<file path="src/design/pinbus_pkg.sv">
// pin bus bridge package: widths, vector types, frame slot numbers and sequencer states
`default_nettype none

package pinbus_pkg;

  // widths of the processor side
  localparam int ADDR_W = 32;
  localparam int DATA_W = 32;

  // pin side widths
  localparam int PIN_W  = 8;
  localparam int SLOT_W = 4;
  localparam int LANE_W = 2;

  localparam int LANES = DATA_W / PIN_W;  // one lane per byte of the word

  typedef logic [ADDR_W-1:0] addr_t;
  typedef logic [DATA_W-1:0] word_t;
  typedef logic [PIN_W-1:0]  pin_byte_t;
  typedef logic [SLOT_W-1:0] slot_t;      // 0 means no slot
  typedef logic [LANE_W-1:0] lane_idx_t;

  // frame layout
  // slots 1..4 carry address and write data, lane n in slot n+1
  localparam slot_t SLOT_CTRL       = 4'd5;  // write flag in bit 0
  localparam slot_t FIRST_READ_SLOT = 4'd6;
  localparam slot_t SLOT_LAST       = 4'd9;

  // frame sequencer states
  typedef enum logic [1:0] {
    SEQ_IDLE  = 2'd0,  // waiting for req
    SEQ_FRAME = 2'd1,  // slot counter running
    SEQ_ACK   = 2'd2   // ack high until req drops
  } seq_state_t;

endpackage

`default_nettype wire

</file>
<file path="src/design/byte_lane.sv">
// byte lane: one byte of address, write data and read data for the frame
`default_nettype none

module byte_lane #(
  parameter int LANE = 0
) (
  input  wire                          clk,
  input  wire                          reset,
  input  wire                          load,
  input  wire pinbus_pkg::addr_t       addr,
  input  wire pinbus_pkg::word_t       wdata,
  input  wire pinbus_pkg::slot_t       slot,
  input  wire                          capture,
  input  wire pinbus_pkg::lane_idx_t   capture_lane,
  input  wire pinbus_pkg::pin_byte_t   io_in,
  output pinbus_pkg::pin_byte_t        addr_byte,
  output pinbus_pkg::pin_byte_t        wdata_byte,
  output pinbus_pkg::pin_byte_t        rdata_byte,
  output logic                         active
);

  import pinbus_pkg::*;

  localparam int        LSB      = LANE * PIN_W;           // byte offset in the word
  localparam slot_t     OWN_SLOT = slot_t'(LANE + 1);      // address slot of this lane
  localparam lane_idx_t OWN_IDX  = lane_idx_t'(LANE);

  logic own_capture;

  // lane is on the pins while its address slot is current
  assign active = (slot == OWN_SLOT);

  assign own_capture = capture && (capture_lane == OWN_IDX);

  // request bytes, only taken at acceptance
  always_ff @(posedge clk) begin
    if (load) begin
      addr_byte  <= addr[LSB +: PIN_W];
      wdata_byte <= wdata[LSB +: PIN_W];
    end
  end

  // read byte stays put through writes
  always_ff @(posedge clk) begin
    if (reset) begin
      rdata_byte <= '0;
    end else if (own_capture) begin
      rdata_byte <= io_in;
    end
  end

endmodule

`default_nettype wire

</file>
<file path="src/design/frame_sequencer.sv">
// frame sequencer: four-phase req/ack front end, slot counter, lane load and read capture strobes
`default_nettype none

module frame_sequencer (
  input  wire                    clk,
  input  wire                    reset,
  input  wire                    req,
  input  wire                    we,
  output logic                   ack,
  output pinbus_pkg::slot_t      slot,
  output logic                   load,
  output logic                   capture,
  output pinbus_pkg::lane_idx_t  capture_lane,
  output logic                   frame_we
);

  import pinbus_pkg::*;

  seq_state_t state;
  logic       accept;
  logic       last_slot;
  logic       read_slot;

  // a request is taken only once the previous ack has dropped
  assign accept = (state == SEQ_IDLE) && req && !ack;

  // lanes grab addr and wdata on the acceptance edge
  assign load = accept;

  assign last_slot = (slot == SLOT_LAST);

  // slot never passes SLOT_LAST, so no upper bound needed
  assign read_slot = (state == SEQ_FRAME) && (slot >= FIRST_READ_SLOT) && !frame_we;

  // main state machine and slot counter
  always_ff @(posedge clk) begin
    if (reset) begin
      state    <= SEQ_IDLE;
      slot     <= '0;
      ack      <= 1'b0;
      frame_we <= 1'b0;
    end else begin
      case (state)
        SEQ_IDLE: begin
          if (accept) begin
            state    <= SEQ_FRAME;
            slot     <= slot_t'(1);  // first address slot
            frame_we <= we;          // held for the whole frame
          end
        end

        SEQ_FRAME: begin
          if (last_slot) begin
            slot  <= '0;
            state <= SEQ_ACK;
          end else begin
            slot <= slot + slot_t'(1);
          end
        end

        SEQ_ACK: begin
          // first edge here raises ack, the edge that sees req low drops it
          ack <= req;
          if (!req) begin
            state <= SEQ_IDLE;
          end
        end

        default: begin
          state <= SEQ_IDLE;
          slot  <= '0;
          ack   <= 1'b0;
        end
      endcase
    end
  end

  // capture trails the read slot by one cycle
  // the device drives byte n-6 from E(n), the lane samples it at E(n+1)
  always_ff @(posedge clk) begin
    if (reset) begin
      capture      <= 1'b0;
      capture_lane <= '0;
    end else begin
      capture      <= read_slot;
      capture_lane <= lane_idx_t'(slot - FIRST_READ_SLOT);  // slot 6 -> lane 0
    end
  end

endmodule

`default_nettype wire

</file>
<file path="src/design/pin_mux.sv">
// pin multiplexer: picks the active lane or the control byte and registers it onto the pins
`default_nettype none

module pin_mux (
  input  wire                         clk,
  input  wire                         reset,
  input  wire pinbus_pkg::slot_t      slot,
  input  wire                         frame_we,
  input  wire [pinbus_pkg::LANES-1:0] lane_active,
  input  wire pinbus_pkg::pin_byte_t  lane_addr  [pinbus_pkg::LANES],
  input  wire pinbus_pkg::pin_byte_t  lane_wdata [pinbus_pkg::LANES],
  output pinbus_pkg::pin_byte_t       out_pins,
  output pinbus_pkg::pin_byte_t       io_out,
  output pinbus_pkg::pin_byte_t       io_oe,
  output logic                        sync
);

  import pinbus_pkg::*;

  pin_byte_t sel_addr;
  pin_byte_t sel_wdata;
  pin_byte_t out_next;
  pin_byte_t io_next;
  pin_byte_t oe_next;
  logic      addr_slot;
  logic      ctrl_slot;
  logic      sync_next;

  // at most one lane is active, so an or-reduce is enough
  always_comb begin
    sel_addr  = '0;
    sel_wdata = '0;
    for (int i = 0; i < LANES; i++) begin
      if (lane_active[i]) begin
        sel_addr  = sel_addr | lane_addr[i];
        sel_wdata = sel_wdata | lane_wdata[i];
      end
    end
  end

  assign addr_slot = |lane_active;
  assign ctrl_slot = (slot == SLOT_CTRL);
  assign sync_next = (slot == slot_t'(1));  // first pin cycle of the frame

  always_comb begin
    out_next = '0;
    io_next  = '0;
    oe_next  = '0;
    if (addr_slot) begin
      out_next = sel_addr;
      io_next  = frame_we ? sel_wdata : '0;  // data bytes ride along on writes only
      oe_next  = {PIN_W{frame_we}};
    end else if (ctrl_slot) begin
      out_next = {{(PIN_W-1){1'b0}}, frame_we};
      oe_next  = {PIN_W{frame_we}};
    end
    // read slots and idle leave everything at zero
  end

  // slot n shows on the pins one cycle after the counter reaches it
  always_ff @(posedge clk) begin
    if (reset) begin
      out_pins <= '0;
      io_out   <= '0;
      io_oe    <= '0;
      sync     <= 1'b0;
    end else begin
      out_pins <= out_next;
      io_out   <= io_next;
      io_oe    <= oe_next;
      sync     <= sync_next;
    end
  end

endmodule

`default_nettype wire

</file>
<file path="src/design/pinbus_bridge.sv">
// pin bus bridge top: sequencer, four byte lanes and the pin multiplexer
`default_nettype none

module pinbus_bridge (
  input  wire                         clk,
  input  wire                         reset,
  input  wire                         req,
  input  wire                         we,
  input  wire pinbus_pkg::addr_t      addr,
  input  wire pinbus_pkg::word_t      wdata,
  output logic                        ack,
  output pinbus_pkg::word_t           rdata,
  output pinbus_pkg::pin_byte_t       out_pins,
  output pinbus_pkg::pin_byte_t       io_out,
  output pinbus_pkg::pin_byte_t       io_oe,
  input  wire pinbus_pkg::pin_byte_t  io_in,
  output logic                        sync
);

  import pinbus_pkg::*;

  slot_t            slot;
  logic             load;
  logic             capture;
  lane_idx_t        capture_lane;
  logic             frame_we;
  logic [LANES-1:0] lane_active;
  pin_byte_t        lane_addr  [LANES];
  pin_byte_t        lane_wdata [LANES];

  frame_sequencer u_seq (
    .clk          (clk),
    .reset        (reset),
    .req          (req),
    .we           (we),
    .ack          (ack),
    .slot         (slot),
    .load         (load),
    .capture      (capture),
    .capture_lane (capture_lane),
    .frame_we     (frame_we)
  );

  // lane i owns byte i of addr, wdata and rdata
  for (genvar i = 0; i < LANES; i++) begin : g_lane
    byte_lane #(
      .LANE (i)
    ) u_lane (
      .clk          (clk),
      .reset        (reset),
      .load         (load),
      .addr         (addr),
      .wdata        (wdata),
      .slot         (slot),
      .capture      (capture),
      .capture_lane (capture_lane),
      .io_in        (io_in),
      .addr_byte    (lane_addr[i]),
      .wdata_byte   (lane_wdata[i]),
      .rdata_byte   (rdata[i*PIN_W +: PIN_W]),
      .active       (lane_active[i])
    );
  end

  pin_mux u_mux (
    .clk         (clk),
    .reset       (reset),
    .slot        (slot),
    .frame_we    (frame_we),
    .lane_active (lane_active),
    .lane_addr   (lane_addr),
    .lane_wdata  (lane_wdata),
    .out_pins    (out_pins),
    .io_out      (io_out),
    .io_oe       (io_oe),
    .sync        (sync)
  );

endmodule

`default_nettype wire

</file>
<file path="config.mk">
export PLATFORM = sky130hd
export DESIGN_NAME = pinbus_bridge
export DESIGN_NICKNAME = d
export VERILOG_FILES = /design/src/design/pinbus_pkg.sv /design/src/design/byte_lane.sv /design/src/design/frame_sequencer.sv /design/src/design/pin_mux.sv /design/src/design/pinbus_bridge.sv
export SDC_FILE = /design/constraint.sdc
export NUM_CORES = 1
export LEC_CHECK = 0
export ABC_CLOCK_PERIOD_IN_PS = 8500
export BUFFER_PORTS_ARGS = -buffer_cell sky130_fd_sc_hd__buf_2
export CAP_MARGIN = 20
export CELL_PAD_IN_SITES_DETAIL_PLACEMENT = 0
export CELL_PAD_IN_SITES_GLOBAL_PLACEMENT = 1
export CORE_ASPECT_RATIO = 1.25
export CORE_MARGIN = 2
export CORE_UTILIZATION = 43
export DETAILED_ROUTE_END_ITERATION = 6
export PLACE_DENSITY = 0.83
export SYNTH_ARGS = -nofsm -noshare
export SYNTH_HDL_FRONTEND = slang
export SYNTH_SLANG_ARGS = --single-unit
</file>
<file path="constraint.sdc">
create_clock -name clk -period 8.5 [get_ports clk]
set_input_delay 0.425 -clock clk [delete_from_list [all_inputs] [get_ports clk]]
set_output_delay 0.425 -clock clk [all_outputs]
set_load 0.005 [all_outputs]
</file>
==> flow_summary.json <==
{
  "final_util_pct": 56.9,
  "cp.arrival_ns": 2.41,
  "syn_area_per_cell_um2": 13.8,
  "p_int_mw": 1.10,
  "dr.pass1.iters": 7,
  "seqPwrFrac_pct": 47.6,
  "clk_pin_slew_ns": 0.06,
  "netlist_area_um2": 4490,
  "ioPinCount": 134,
  "switching_share_pct": 22.2,
  "multiInputGateArea_um2": 1180,
  "setup_tns_ns": 0,
  "ff2ff_setup_slack_ns": 6.42,
  "postCtsHoldBufs": 0,
  "cp_max_fo": 15,
  "hp-start": "addr[24]",
  "syn2layout_area_growth_pct": 28.2,
  "dp_slack_ns": 6.40,
  "period_needed_ns": 2.08,
  "r2r-end": "u_mux.io_out[5]",
  "worstPathRequired_ns": 8.83,
  "fin_crit_sh_pct": 24.4,
  "hpwl_um": 6300,
  "rows": 41,
  "initial_core_util_pct": 44.4,
  "slew-limit-headroom_pct": 32.1,
  "core_um2": 10100,
  "synth_seq_cells": 125,
  "fmax_ghz": 0.481,
  "status": "finished, final reports clean",
  "whs_ns": 0.187,
  "cts-root-buf": "clkbuf_16",
  "grt_max_degree": 66,
  "cts_buffers": 17,
  "synth_seq_area_share_pct": 70.0,
  "cts_sinks": 125,
  "p_leak_nw": 2.54,
  "reg2regPathDepth": 4,
  "die_height_um": 118,
  "layout_common_cells": "buf_2 (133), edfxtp_1 (64), dfxtp_1 (61), nor2_1 (58), mux2i_1 (33)",
  "ff_latch_area_um2": 3140,
  "peakVddDrop_uv": 169,
  "gp_congestion": 0.756,
  "clk_latency_ns": 0.41,
  "drv_slew": 0,
  "p_per_area_nw_per_um2": 246,
  "antenna_found_initial": 0,
  "die_width_um": 95.4,
  "timing.rr.start": "u_seq.slot[2]",
  "grt_pass1_wl_um": 14600,
  "synth_ff_type": "edfxtp_1",
  "drt_first_iter_violations": 211,
  "place.port_buffers": 133,
  "async_reset_ff_share_pct": 0,
  "drc": 0,
  "cp-start-kind": "register",
  "worst_slew_pin_slew_ns": 1.01,
  "endpoint_kind": "register",
  "netlist_top_cells_area": "edfxtp_1 (43%), dfxtp_1 (27%), mux2i_1 (7.4%)",
  "vias_per_cell": 5.01,
  "ys_types": 35,
  "worstHoldEndpoint": "g_lane[3].u_lane.addr_byte[0]",
  "synth_top_area_share_pct": 42.8,
  "fillers": 840,
  "yosysTopAreaCell": "edfxtp_1",
  "p_switching_uw": 314,
  "hold_viol_final": 0,
  "final_antenna_net_count": 0,
  "ys_warn_count": 0,
  "combPwrFrac_pct": 4.7,
  "synth_edf_count": 64,
  "clkPwrFrac_pct": 47.6,
  "postSynthNetCount": 401,
  "h-tree-depth": 4,
  "setup_slack_ns": 6.42,
  "rsz0062_at_grt": "no",
  "critical_path_class": "reg -> reg",
  "grt_util_all_layers_pct": 17.6,
  "layout.nets": 531,
  "grt_pass1_vias": 2950,
  "cts.repair.resized": 0,
  "final_common_cell": "buf_2",
  "tritoncts": "done",
  "grt_overflow_total": 0,
  "hp-class": "in -> reg",
  "diodes": 0,
  "synth_cells": 325,
  "drive_gt1_share_pct": 37.2,
  "skew_ns": 0.00932,
  "drv_cap": 0,
  "holdPathStages": 1,
  "die_area_um2": 11300,
  "power.total_mw": 1.41,
  "post_drt_wl_per_cell_um": 15.2,
  "finalSetupViolations": 0,
  "vias": 2993,
  "routed_wl_um": 9080,
  "clockBufferDepth": 2,
  "cts_setup_buffers": 0
}
==> power groups by stage <==
stage          clock network [mW]  registers, mW  logic (mW)
6_report                    0.674          0.673      0.0670
5_1_grt                     0.716          0.676      0.0750
4_1_cts                     0.687          0.673      0.0676
3_5_place_dp                    0          0.686      0.0671
3_3_place_gp                    0          0.685      0.0657
2_1_floorplan                   0          0.683      0.0411
==> cell usage after synthesis (3+ instances only) <==
cell and number:
nor2_1 58, nand2_1 6, buf_4 10, buf_6 3, a22o_1 15, a21oi_1 7, mux2i_1 33, nand2b_1 3
buf_2 8, dfxtp_1 61, clkbuf_1 5, edfxtp_1 64, nor2b_1 5, nand3b_1 6, a222oi_1 15, nand3_1 3
==> flip-flops by register name, indices dropped and copies added (netlist names) <==
name                      count
u_seq.capture                 1
u_seq.state                   2
u_seq.slot                    4
u_seq.ack                     1
u_seq.capture_lane            2
u_mux.sync                    1
g_lane.u_lane.addr_byte      32
u_mux.out_pins                8
g_lane.u_lane.wdata_byte     32
u_mux.io_oe                   1
u_seq.frame_we                1
g_lane.u_lane.rdata_byte     32
u_mux.io_out                  8
==> final cells by class <==
| cell class | instances | share of cell area (%) |
|---|---|---|
| clock buffer | 18 | 7.46 |
| sequential | 125 | 54.6 |
| clock inverter | 14 | 2.33 |
| inverter | 2 | 0.130 |
| tap | 129 | 2.80 |
| timing repair buffer | 137 | 12.1 |
| multi-input combinational | 172 | 20.6 |
==> per-stage QoR <==
stage                     cell area [um2]  instances
after floorplan                      4490        325
after global placement               5190        565
after detailed placement             5190        565
after CTS                            5750        597
after global routing                 5750        597
final                                5750        597
==> worst max-delay path by stage <==
stage,from,end,slack (ns),cells after the start
2_1_floorplan,req,u_seq.frame_we,3.85,3
3_3_place_gp,u_seq.slot[2],u_mux.io_out[3],6.54,4
3_5_place_dp,u_seq.slot[2],u_mux.io_out[5],6.40,4
4_1_cts,u_seq.slot[2],u_mux.io_out[5],6.39,4
5_1_grt,u_seq.slot[2],u_mux.io_out[5],6.22,4
6_report,u_seq.slot[2],u_mux.io_out[5],6.42,4
==> kinds of logic after synthesis <==
| group | synth area share [%] |
|---|---|
| buffers and inverters | 3.90 |
| flip-flops | 70.0 |
| AO/OA/AOI/OAI | 8.14 |
| multiplexers | 7.61 |
| XOR/XNOR | 0.195 |
| AND/OR/NAND/NOR | 10.1 |
==> critical path, cell delays in order, from the launching register on <==
cell and delay [ns]:
dfxtp_1 0.61, nand2b_1 0.15, nor3_2 0.78, a222oi_1 0.30, nor2_1 0.16
==> layer usage <==
| layer | up-vias | global-route usage [%] | share of wire, % |
|---|---|---|---|
| met5 | - | 0 | 0 |
| met4 | 0 | 7.68 | 1.9 |
| met3 | 15 | 7.65 | 8.7 |
| met2 | 128 | 29.0 | 50 |
| met1 | 1390 | 19.4 | 39 |
| li1 | 1460 | - | - |
(Power assumes the default switching activity.)
